$ cat config.mk
export PLATFORM = sky130hd
export DESIGN_NAME = decode_top
export DESIGN_NICKNAME = d
export VERILOG_FILES = /design/src/logic/rv_decode_pkg.sv /design/src/logic/id_bundle_if.sv /design/src/logic/decode_top.sv /design/src/logic/id_control.sv /design/src/logic/id_stage.sv /design/src/logic/imm_gen.sv /design/src/logic/reg_file.sv /design/src/logic/target_gen.sv
export SDC_FILE = /design/constraint.sdc
export NUM_CORES = 2
export LEC_CHECK = 0
export BUFFER_PORTS_ARGS = -buffer_cell sky130_fd_sc_hd__buf_2
export CAP_MARGIN = 15
export CORE_ASPECT_RATIO = 0.8
export CORE_MARGIN = 2
export CORE_UTILIZATION = 25
export CTS_BUF_LIST = sky130_fd_sc_hd__clkbuf_8
export DETAILED_ROUTE_END_ITERATION = 10
export GPL_TIMING_DRIVEN = 0
export PLACE_DENSITY = 0.52
export SYNTH_ARGS = -nofsm -noshare
export SYNTH_HDL_FRONTEND = slang
export SYNTH_HIERARCHICAL = 1
export SYNTH_SLANG_ARGS = --single-unit
$ cat constraint.sdc
create_clock -name clk -period 5.85 [get_ports clk]
set_input_delay 0.8775 -clock clk [delete_from_list [all_inputs] [get_ports clk]]
set_output_delay 0.8775 -clock clk [all_outputs]
set_load 0.05 [all_outputs]
$ cat src/logic/rv_decode_pkg.sv
package rv_decode_pkg;

    typedef logic [31:0] word_t;

    // RV32I major opcodes seen by the decode stage
    typedef enum logic [6:0] {
        LUI    = 7'b0110111,
        AUIPC  = 7'b0010111,
        JAL    = 7'b1101111,
        JALR   = 7'b1100111,
        BRANCH = 7'b1100011,
        LOAD   = 7'b0000011,
        STORE  = 7'b0100011,
        OP_IMM = 7'b0010011,
        OP     = 7'b0110011
    } opcode_e;

    typedef struct packed {
        logic [6:0] funct7;
        logic [4:0] rs2;
        logic [4:0] rs1;
        logic [2:0] funct3;
        logic [4:0] rd;
        opcode_e    opcode;
    } r_fmt_t;

    typedef struct packed {
        logic [11:0] imm_11_0;
        logic [4:0]  rs1;
        logic [2:0]  funct3;
        logic [4:0]  rd;
        opcode_e     opcode;
    } i_fmt_t;

    typedef struct packed {
        logic [6:0] imm_11_5;
        logic [4:0] rs2;
        logic [4:0] rs1;
        logic [2:0] funct3;
        logic [4:0] imm_4_0;
        opcode_e    opcode;
    } s_fmt_t;

    typedef struct packed {
        logic       imm_12;
        logic [5:0] imm_10_5;
        logic [4:0] rs2;
        logic [4:0] rs1;
        logic [2:0] funct3;
        logic [3:0] imm_4_1;
        logic       imm_11;
        opcode_e    opcode;
    } b_fmt_t;

    typedef struct packed {
        logic [19:0] imm_31_12;
        logic [4:0]  rd;
        opcode_e     opcode;
    } u_fmt_t;

    typedef struct packed {
        logic       imm_20;
        logic [9:0] imm_10_1;
        logic       imm_11;
        logic [7:0] imm_19_12;
        logic [4:0] rd;
        opcode_e    opcode;
    } j_fmt_t;

    // One instruction word viewed through each encoding format
    typedef union packed {
        r_fmt_t r_fmt;
        i_fmt_t i_fmt;
        s_fmt_t s_fmt;
        b_fmt_t b_fmt;
        u_fmt_t u_fmt;
        j_fmt_t j_fmt;
    } inst_t;

    typedef enum logic [2:0] {IMM_I, IMM_S, IMM_B, IMM_U, IMM_J, IMM_NONE} imm_sel_e;

    typedef enum logic [1:0] {TGT_NONE, TGT_JAL, TGT_JALR, TGT_BRANCH} target_sel_e;

    localparam word_t NOP_INST = 32'h0000_0013; // addi x0, x0, 0

endpackage

$ cat src/logic/id_bundle_if.sv
`timescale 1ns/100ps

interface id_bundle_if;
    import rv_decode_pkg::*;

    word_t pc;
    word_t rd1;
    word_t rd2;
    word_t imm;
    inst_t inst;

    // Decode logic side
    modport source (
        output pc, rd1, rd2, imm, inst
    );

    // ID pipeline register side
    modport sink (
        input pc, rd1, rd2, imm, inst
    );

endinterface

$ cat src/logic/decode_top.sv
`timescale 1ns/100ps

module decode_top #(
    parameter int BOOT_SEL_BIT = 30 // PC bit that selects the boot ROM
) (
    input  logic                 clk,
    input  logic                 reset,
    input  logic                 stall,
    input  logic                 flush,
    input  rv_decode_pkg::word_t if_pc,
    input  rv_decode_pkg::word_t if_bios_inst,
    input  rv_decode_pkg::word_t if_imem_inst,
    input  logic                 wb_regwen,
    input  rv_decode_pkg::word_t ex_alu,
    input  rv_decode_pkg::word_t ex_inst,
    input  rv_decode_pkg::word_t mem_alu,
    input  rv_decode_pkg::word_t mem_inst,
    input  rv_decode_pkg::word_t wb_wdata,
    input  rv_decode_pkg::word_t wb_inst,
    output rv_decode_pkg::word_t id_pc_target,
    output logic                 id_target_taken,
    output logic                 id_br_taken,
    output rv_decode_pkg::word_t id_pc,
    output rv_decode_pkg::word_t id_rd1,
    output rv_decode_pkg::word_t id_rd2,
    output rv_decode_pkg::word_t id_imm,
    output rv_decode_pkg::word_t id_inst
);

    id_stage #(
        .BOOT_SEL_BIT (BOOT_SEL_BIT)
    ) i_id_stage (
        .clk             (clk),
        .reset           (reset),
        .stall           (stall),
        .flush           (flush),
        .if_pc           (if_pc),
        .if_bios_inst    (if_bios_inst),
        .if_imem_inst    (if_imem_inst),
        .wb_regwen       (wb_regwen),
        .ex_alu          (ex_alu),
        .ex_inst         (ex_inst),
        .mem_alu         (mem_alu),
        .mem_inst        (mem_inst),
        .wb_wdata        (wb_wdata),
        .wb_inst         (wb_inst),
        .id_pc_target    (id_pc_target),
        .id_target_taken (id_target_taken),
        .id_br_taken     (id_br_taken),
        .id_pc           (id_pc),
        .id_rd1          (id_rd1),
        .id_rd2          (id_rd2),
        .id_imm          (id_imm),
        .id_inst         (id_inst)
    );

endmodule

$ cat src/logic/id_control.sv
`timescale 1ns/100ps

module id_control (
    input  rv_decode_pkg::inst_t       inst,
    output rv_decode_pkg::imm_sel_e    imm_sel,
    output rv_decode_pkg::target_sel_e target_sel
);
    import rv_decode_pkg::*;

    // Only JALR reads rs1 for its target, so TGT_JALR also marks rs1 use
    always_comb begin
        imm_sel    = IMM_NONE;
        target_sel = TGT_NONE;
        case (inst.r_fmt.opcode)
            LUI,
            AUIPC: begin
                imm_sel = IMM_U;
            end
            JAL: begin
                imm_sel    = IMM_J;
                target_sel = TGT_JAL;
            end
            JALR: begin
                imm_sel    = IMM_I;
                target_sel = TGT_JALR;
            end
            BRANCH: begin
                imm_sel    = IMM_B;
                target_sel = TGT_BRANCH; // Predicted in this stage
            end
            LOAD,
            OP_IMM: begin
                imm_sel = IMM_I;
            end
            STORE: begin
                imm_sel = IMM_S;
            end
            OP: begin
                imm_sel = IMM_NONE; // Both operands from registers
            end
            default: begin
                imm_sel    = IMM_NONE;
                target_sel = TGT_NONE;
            end
        endcase
    end

endmodule

$ cat src/logic/id_stage.sv
`timescale 1ns/100ps

module id_stage #(
    parameter int BOOT_SEL_BIT = 30
) (
    input  logic                 clk,
    input  logic                 reset,
    input  logic                 stall,
    input  logic                 flush,
    input  rv_decode_pkg::word_t if_pc,
    input  rv_decode_pkg::word_t if_bios_inst,
    input  rv_decode_pkg::word_t if_imem_inst,
    input  logic                 wb_regwen,
    input  rv_decode_pkg::word_t ex_alu,   // Forwarded for jalr
    input  rv_decode_pkg::word_t ex_inst,
    input  rv_decode_pkg::word_t mem_alu,
    input  rv_decode_pkg::word_t mem_inst,
    input  rv_decode_pkg::word_t wb_wdata, // Also the register file write data
    input  rv_decode_pkg::word_t wb_inst,
    output rv_decode_pkg::word_t id_pc_target,
    output logic                 id_target_taken,
    output logic                 id_br_taken,
    output rv_decode_pkg::word_t id_pc,
    output rv_decode_pkg::word_t id_rd1,
    output rv_decode_pkg::word_t id_rd2,
    output rv_decode_pkg::word_t id_imm,
    output rv_decode_pkg::word_t id_inst
);
    import rv_decode_pkg::*;

    imm_sel_e    imm_sel;
    target_sel_e target_sel;
    inst_t       wb_dec;

    id_bundle_if dec_bus ();

    // Boot ROM lives in the upper address region
    assign dec_bus.inst = if_pc[BOOT_SEL_BIT] ? if_bios_inst : if_imem_inst;
    assign dec_bus.pc   = if_pc;
    assign wb_dec       = wb_inst;

    reg_file i_reg_file (
        .clk   (clk),
        .reset (reset),
        .we    (wb_regwen),
        .ra1   (dec_bus.inst.r_fmt.rs1),
        .ra2   (dec_bus.inst.r_fmt.rs2),
        .wa    (wb_dec.r_fmt.rd),
        .wd    (wb_wdata),
        .rd1   (dec_bus.rd1),
        .rd2   (dec_bus.rd2)
    );

    id_control i_id_control (
        .inst       (dec_bus.inst),
        .imm_sel    (imm_sel),
        .target_sel (target_sel)
    );

    imm_gen i_imm_gen (
        .inst (dec_bus.inst),
        .sel  (imm_sel),
        .imm  (dec_bus.imm)
    );

    target_gen i_target_gen (
        .pc           (if_pc),
        .imm          (dec_bus.imm),
        .target_sel   (target_sel),
        .rs1_addr     (dec_bus.inst.r_fmt.rs1),
        .rf_rs1       (dec_bus.rd1),
        .ex_alu       (ex_alu),
        .ex_inst      (ex_inst),
        .mem_alu      (mem_alu),
        .mem_inst     (mem_inst),
        .wb_wdata     (wb_wdata),
        .wb_inst      (wb_inst),
        .target       (id_pc_target),
        .target_taken (id_target_taken),
        .br_taken     (id_br_taken)
    );

    // ID/EX pipeline register, flush beats stall
    always_ff @(posedge clk) begin
        if (reset || flush) begin
            id_pc   <= '0;
            id_rd1  <= '0;
            id_rd2  <= '0;
            id_imm  <= '0;
            id_inst <= NOP_INST; // Bubble
        end else if (!stall) begin
            id_pc   <= dec_bus.pc;
            id_rd1  <= dec_bus.rd1;
            id_rd2  <= dec_bus.rd2;
            id_imm  <= dec_bus.imm;
            id_inst <= dec_bus.inst;
        end
    end

endmodule

$ cat src/logic/imm_gen.sv
`timescale 1ns/100ps

module imm_gen (
    input  rv_decode_pkg::inst_t    inst,
    input  rv_decode_pkg::imm_sel_e sel,
    output rv_decode_pkg::word_t    imm
);
    import rv_decode_pkg::*;

    always_comb begin
        case (sel)
            IMM_I: imm = {{20{inst.i_fmt.imm_11_0[11]}}, inst.i_fmt.imm_11_0};
            IMM_S: imm = {{20{inst.s_fmt.imm_11_5[6]}},
                          inst.s_fmt.imm_11_5,
                          inst.s_fmt.imm_4_0};
            IMM_B: imm = {{19{inst.b_fmt.imm_12}},
                          inst.b_fmt.imm_12,
                          inst.b_fmt.imm_11,
                          inst.b_fmt.imm_10_5,
                          inst.b_fmt.imm_4_1,
                          1'b0}; // Branch offsets are halfword aligned
            IMM_U: imm = {inst.u_fmt.imm_31_12, 12'b0};
            IMM_J: imm = {{11{inst.j_fmt.imm_20}},
                          inst.j_fmt.imm_20,
                          inst.j_fmt.imm_19_12,
                          inst.j_fmt.imm_11,
                          inst.j_fmt.imm_10_1,
                          1'b0};
            IMM_NONE: imm = '0; // R-type has no immediate
            default: imm = '0;
        endcase
    end

endmodule

$ cat src/logic/reg_file.sv
`timescale 1ns/100ps

module reg_file (
    input  logic                 clk,
    input  logic                 reset,
    input  logic                 we,
    input  logic [4:0]           ra1,
    input  logic [4:0]           ra2,
    input  logic [4:0]           wa,
    input  rv_decode_pkg::word_t wd,
    output rv_decode_pkg::word_t rd1,
    output rv_decode_pkg::word_t rd2
);
    import rv_decode_pkg::*;

    word_t regs [1:31]; // x0 has no storage

    always_ff @(posedge clk) begin
        if (reset) begin
            for (int i = 1; i < 32; i++) begin
                regs[i] <= '0;
            end
        end else if (we && (wa != 5'd0)) begin
            regs[wa] <= wd;
        end
    end

    // Same-cycle writeback is bypassed onto the read ports
    always_comb begin
        if (ra1 == 5'd0)
            rd1 = '0;
        else if (we && (wa == ra1))
            rd1 = wd;
        else
            rd1 = regs[ra1];

        if (ra2 == 5'd0)
            rd2 = '0;
        else if (we && (wa == ra2))
            rd2 = wd;
        else
            rd2 = regs[ra2];
    end

endmodule

$ cat src/logic/target_gen.sv
`timescale 1ns/100ps

module target_gen (
    input  rv_decode_pkg::word_t       pc,
    input  rv_decode_pkg::word_t       imm,
    input  rv_decode_pkg::target_sel_e target_sel,
    input  logic [4:0]                 rs1_addr,
    input  rv_decode_pkg::word_t       rf_rs1,
    input  rv_decode_pkg::word_t       ex_alu,
    input  rv_decode_pkg::inst_t       ex_inst,
    input  rv_decode_pkg::word_t       mem_alu,
    input  rv_decode_pkg::inst_t       mem_inst,
    input  rv_decode_pkg::word_t       wb_wdata,
    input  rv_decode_pkg::inst_t       wb_inst,
    output rv_decode_pkg::word_t       target,
    output logic                       target_taken,
    output logic                       br_taken
);
    import rv_decode_pkg::*;

    word_t rs1_val;
    word_t jalr_sum;

    // True when the older instruction writes the register that jalr reads
    function automatic logic fwd_hit(inst_t src, logic [4:0] addr);
        logic writes_rd;
        writes_rd = (src.r_fmt.opcode != BRANCH) && (src.r_fmt.opcode != STORE);
        return writes_rd && (src.r_fmt.rd != 5'd0) && (src.r_fmt.rd == addr);
    endfunction

    // Youngest producer wins
    always_comb begin
        if (fwd_hit(ex_inst, rs1_addr))
            rs1_val = ex_alu;
        else if (fwd_hit(mem_inst, rs1_addr))
            rs1_val = mem_alu;
        else if (fwd_hit(wb_inst, rs1_addr))
            rs1_val = wb_wdata;
        else
            rs1_val = rf_rs1;
    end

    assign jalr_sum = rs1_val + imm;

    always_comb begin
        target       = pc + 32'd4;
        target_taken = 1'b0;
        br_taken     = 1'b0;
        case (target_sel)
            TGT_JAL: begin
                target       = pc + imm;
                target_taken = 1'b1;
            end
            TGT_JALR: begin
                target       = {jalr_sum[31:1], 1'b0};
                target_taken = 1'b1;
            end
            TGT_BRANCH: begin
                if (imm[31]) begin // Backward branch predicted taken
                    target       = pc + imm;
                    target_taken = 1'b1;
                    br_taken     = 1'b1;
                end
            end
            default: ; // Fall through to pc + 4
        endcase
    end

endmodule

; ---- After elaboration in Yosys (flattened, before gate mapping)
; Memories as Yosys holds them, arrays and structs flattened.
; Cells that the tools add are included.
[word_totals]
ff_bits = 160
latch_bits = 0
ram_bits = 992
mem_bits_ro = 0
input_bits = 293
wordCells = 81
mem_count = 1
[mem_list]
columns = name, words, word_bits, rd, rd_clocked_by_memory_dff, write_ports, line
row1 = i_id_stage.i_reg_file.regs, 31, 32, 2, 0, 31, reg_file.sv:16  ; word_t regs [1:31];
[classes]
n_addsub = 3
mul = 0
n_div = 0
n_lt_le_gt_ge = 0
n_eq_ne = 25
shift = 0
n_mux = 24
bitwise_logic = 0
reduce_logical = 23
[op_table]
columns = cell, n
row1 = 2-to-1 mux 32 bit, 10
row2 = case mux 32 bit (5 select lines), 1
row3 = case mux 32 bit (3 select lines), 1
row4 = adder 32 bit, 2
row5 = "adder 32 x 3 -> 32 bit, second input constant", 1
row6 = OR reduction 32 bit, 1
row7 = "== test 7 bit, second input constant", 3
row8 = "inequality test 7 x 6 -> 1 bit, second input constant", 3
row9 = "inequality test 7 bit, second input constant", 3
row10 = == test 5 bit, 4
row11 = case mux 3 bit (5 select lines), 1
row12 = nonzero test 5 bit, 3
row13 = "== test 7 x 5 -> 1 bit, second input constant", 2
row14 = "== test 7 x 6 -> 1 bit, second input constant", 2
row15 = logical AND 1 bit, 12
row16 = zero test 5 bit, 2
row17 = 2-to-1 mux 1 bit, 8
row18 = "== test 7 x 2 -> 1 bit, second input constant", 1
row19 = "== test 3 x 2 -> 1 bit, second input constant", 2
row20 = case mux 2 bit (3 select lines), 1
row21 = 2-to-1 mux 5 bit, 1
row22 = "== test 2 bit, second input constant", 2
row23 = OR reduction 2 bit, 2
row24 = "== test 3 x 1 -> 1 bit, second input constant", 1
row25 = other kinds (6), 6

; ---- Depth between registers and ports, before layout
[depth]
depth_word = 10
depth_mapped = 27
depth_no_buf = 20

; ---- Modules after synthesis
; Netlist, hierarchy kept.
[modules_own_cells]
columns = module, instances, cells_per_inst, area_per_inst_um2
row1 = reg_file, 1, 3801, 55055.3
row2 = id_stage, 1, 557, 7036.7
row3 = target_gen, 1, 768, 5470.2
row4 = imm_gen, 1, 94, 540.5
row5 = id_control, 1, 18, 106.4

; ---- Worst setup path before layout
; Ideal clock, no wire load.
[synth_path]
path_type = input to output
from = in if_pc[30]
to = out id_pc_target[24]
t_arrival_ns = 6.234
path_slack_ns = -1.261
cell_stages = 24
cell_sequence = buf_6 > buf_6 > mux2_4 > buf_2 > buf_6 > buf_2 > mux4_2 > a21oi_1 > o21ai_1 > a32o_1 > mux2i_1 > a211oi_1 > a21o_1 > fa_1 > a21oi_1 > o21ai_0 > a211oi_1 > nor2_1 > a22o_1 > a21oi_1 > o21bai_1 > a21oi_1 > xor2_1 > o21ai_0
[synth_rtl]
columns = item, line
row1 = "start, declared", decode_top.sv:10  ; input rv_decode_pkg::word_t if_pc,
row2 = "end, declared", decode_top.sv:20  ; output rv_decode_pkg::word_t id_pc_target,

==> flow_metrics.tcl <==
set metrics [dict create \
    slew_violations 0 \
    crit_top_cell "o211ai_1" \
    grt_max_degree 33 \
    root_buffer "clkbuf_8" \
    cts-buffers-inserted 209 \
    core_area_sq_um 271000 \
    synth_warnings 6 \
    die_height_microns 471 \
    ys.flop_type "edfxtp_1" \
    hold_path_class "in -> reg" \
    synthToLayoutAreaGrowth_pct 23.7 \
    synth-seq-cells 1184 \
    first_global_vias 51000 \
    p_leak_nw 31.6 \
    fin_area_sq_um 84400 \
    design.die.area_sq_um 277000 \
    netlist_area_sq_um 68200 \
    async_flop_share 0 \
    timing.rr.start "i_id_stage/i_reg_file/regs[8][19]" \
    pwr_density_cell_nw_per_um2 276 \
    ir_drop_v 0.000172 \
    dp_slack_ps -3590 \
    drtIter0Drc 8378 \
    drc 0 \
    synth_cells 5238 \
    cts_tree "yes" \
    r2r_slack_ps 3530 \
    initial_core_util 0.251 \
    fin_nets 6448 \
    cp_max_fo 10 \
    grt_first_pass_wirelength_mm 449 \
    min_period_over_period 1.24 \
    maxCapViolCount 0 \
    dp_hpwl_mm 258 \
    ys_types 92 \
    hp-start "if_pc[31]" \
    wl_mm 342 \
    avgSynthCellArea_sq_um 13.0 \
    startpoint "if_pc[30]" \
    fin_ws_ps -1390 \
    cp_top_family "compound AO/OA/AOI/OAI gates" \
    setup_tns_ps -30990 \
    ioPinCount 487 \
    grt_overflow 0 \
    final_cells 9892 \
    insertion_delay_ps 1010 \
    placed_area_sq_um 76400 \
    fin_worst_skew_ps 123 \
    cp.buffers_inverters 8 \
    end_kind "primary output" \
    crit_arrival_ps 6360 \
    outcome "complete, but fails checks" \
    setup_viol 30 \
    fp.dieW_microns 588 \
    antenna_found_initial 50 \
    fin_crit_ps 7240 \
    gp_congestion 1.04 \
    rsz0062_at_grt "true" \
    ant_nets 0 \
    layout-drive-gt1-share 0.315 \
    routedWlPerCell_microns 34.6 \
    htreeDepth 4 \
    io_buffers 422 \
    finalHoldViolCount 0 \
    clkSinkCount 1184 \
    vias 54200 \
    fmax_mhz 138 \
    critPathMaxStageDelay_ps 370 \
    grt_usage 0.237 \
    drt_pass1_iterations 6 \
    rows 171 \
    worstSetupPathType "in -> out" \
    clk_pin_slew_worst_paths_ps 60 \
    synth_edf_count 1024 \
    ys_seq_area_frac 0.498 \
    slowest_stage "buf_4" \
    violations "negative setup slack" \
    via_per_inst 5.48 \
    slew_headroom 0.0915 \
    critPathRequiredTime_ps 4970 \
    clock_path_buffers 4 \
    ctsHoldBuffers 0 \
    tightest_slew_ps 1360 \
    dpl.cell_count 9368 \
    start_kind "input port" \
]
[Yosys cell counts, types with 34 or more instances]
master    instances  area share
ha_1             74       0.014
and2_1         1001       0.092
o221ai_1         45      0.0058
o21ai_0          51      0.0037
a21oi_1         126      0.0092
a21o_1           71      0.0078
or2_2            35      0.0032
mux4_2          375        0.12
o22ai_1          62      0.0057
nor2_4           90       0.015
xor2_1           49      0.0063
dfxtp_1         160       0.047
a211oi_1         72      0.0079
clkbuf_1        317       0.017
edfxtp_1       1024        0.45
mux2i_1         491       0.072
nor2_1          164      0.0090
buf_2            80      0.0059
nand2b_1         48      0.0044
o21ai_1          55      0.0040
xnor2_1          55      0.0071
a22oi_1         130       0.014
buf_6            34      0.0056
nand2_1         133      0.0073
nand3_1          38      0.0028
[cells in the final DEF, fill, tap and decap left out, types with 24 or more instances in the layout]
cell type  synthesis  layout
a211oi_1          72      44
a21o_1            71      66
a21oi_1          126      95
a21oi_2            0      25
a221oi_1          29      29
a22oi_1          130     117
a32o_2             0      25
and2_1          1001     999
buf_12            10      53
buf_2             80     452
buf_4             33     124
buf_6             34      69
buf_8              0      54
clkbuf_1         317     257
clkbuf_2           0      25
clkbuf_8           0     234
clkinv_1           2      28
clkinv_2           0      32
conb_1             1      32
dfxtp_1          160     160
edfxtp_1        1024    1024
ha_1              74      53
inv_1             17      90
mux2_4            29      29
mux2i_1          491     460
mux4_2           375     375
nand2_1          133     128
nand2b_1          48      47
nand3_1           38      37
nor2_1           164     154
nor2_4            90      94
o211a_1           30      30
o21ai_0           51      26
o21ai_1           55      45
o21ai_2            0      24
o22ai_1           62      45
or2_2             35      34
xnor2_1           55      48
xor2_1            49      37
[area by class of cell]
| type | instances | area, sq um |
|---|---|---|
| Timing Repair Buffer | 602 | 4520 |
| Fill cell | 27600 | 187000 |
| Sequential cell | 1184 | 34000 |
| Antenna cell | 19 | 47.5 |
| Clock buffer | 225 | 3100 |
| Clock inverter | 147 | 841 |
| Tap cell | 3633 | 4550 |
| Buffer | 493 | 3400 |
| Inverter | 19 | 71.3 |
| Multi-Input combinational cell | 3570 | 33900 |
[through the flow]
step	power, W	utilization	hold slack [ps]
after floorplan	0.0128	-	746
after global placement	0.0148	0.279	475
after detailed placement	0.0150	0.282	479
after CTS	0.0231	0.308	176
after global routing	0.0238	0.311	216
final	0.0233	0.311	234
[worst register-to-register path: stages (launching register included)]
cell and delay, ps:
edfxtp_1 410, mux4_2 480, a22oi_1 470, a21oi_1 130, a221o_1 410, mux2i_1 270, nor2_4 40
[path summary, 6_finish.rpt]
| path | endpoint | cells past startpoint |
|---|---|---|
| worst max register to register | i_id_stage/id_rd2[19] | 6 |
| worst max-delay path | id_pc_target[19] | 26 |
| worst min register to register | i_id_stage/id_imm[29] | 2 |
| worst min-delay path | i_id_stage/id_pc[31] | 3 |
[sequential cells by signal, indices dropped and copies added, names as in the netlist]
signal	cells
i_id_stage/id_inst	32
i_id_stage/id_imm	32
i_id_stage/id_rd1	32
i_id_stage/id_pc	32
i_id_stage/id_rd2	32
i_id_stage/i_reg_file/regs	1024
[cell families (layout without fill, tap and decap cells)]
kind of cell / Yosys count / in the layout / synth area share
flops: 1184 / 1184 / 0.498
compound gates: 834 / 834 / 0.0880
other cells: 1 / 51 / 0.0000550
buf+inv: 515 / 1486 / 0.0378
xor+xnor: 104 / 104 / 0.0134
simple gates: 1615 / 1615 / 0.144
mux: 908 / 908 / 0.204
fa+ha+maj: 77 / 77 / 0.0143
[what timing repair did]
item                       4_1_cts  5_1_grt
setup endpoints to repair       31       31
gates resized for setup        511      129
cloned                           5        1
buffers inserted                98       27
pin swaps                      109       74
[power by group]
part / leakage, nW / internal, W / switching (W)
combinational: 18.3 / 0.00209 / 0.00361
clock: 2.31 / 0.00385 / 0.00385
sequential: 11.1 / 0.00962 / 0.000238
[routing by layer]
metal | GRT usage | share of wire | vias to the layer above
met5 | 0.00224 | 0.0014 | -
li1 | - | - | 21600
met3 | 0.0906 | 0.14 | 662
met1 | 0.332 | 0.42 | 28200
met4 | 0.0882 | 0.044 | 34
met2 | 0.327 | 0.40 | 3758
Note: power is estimated with default switching activity, not from simulation.
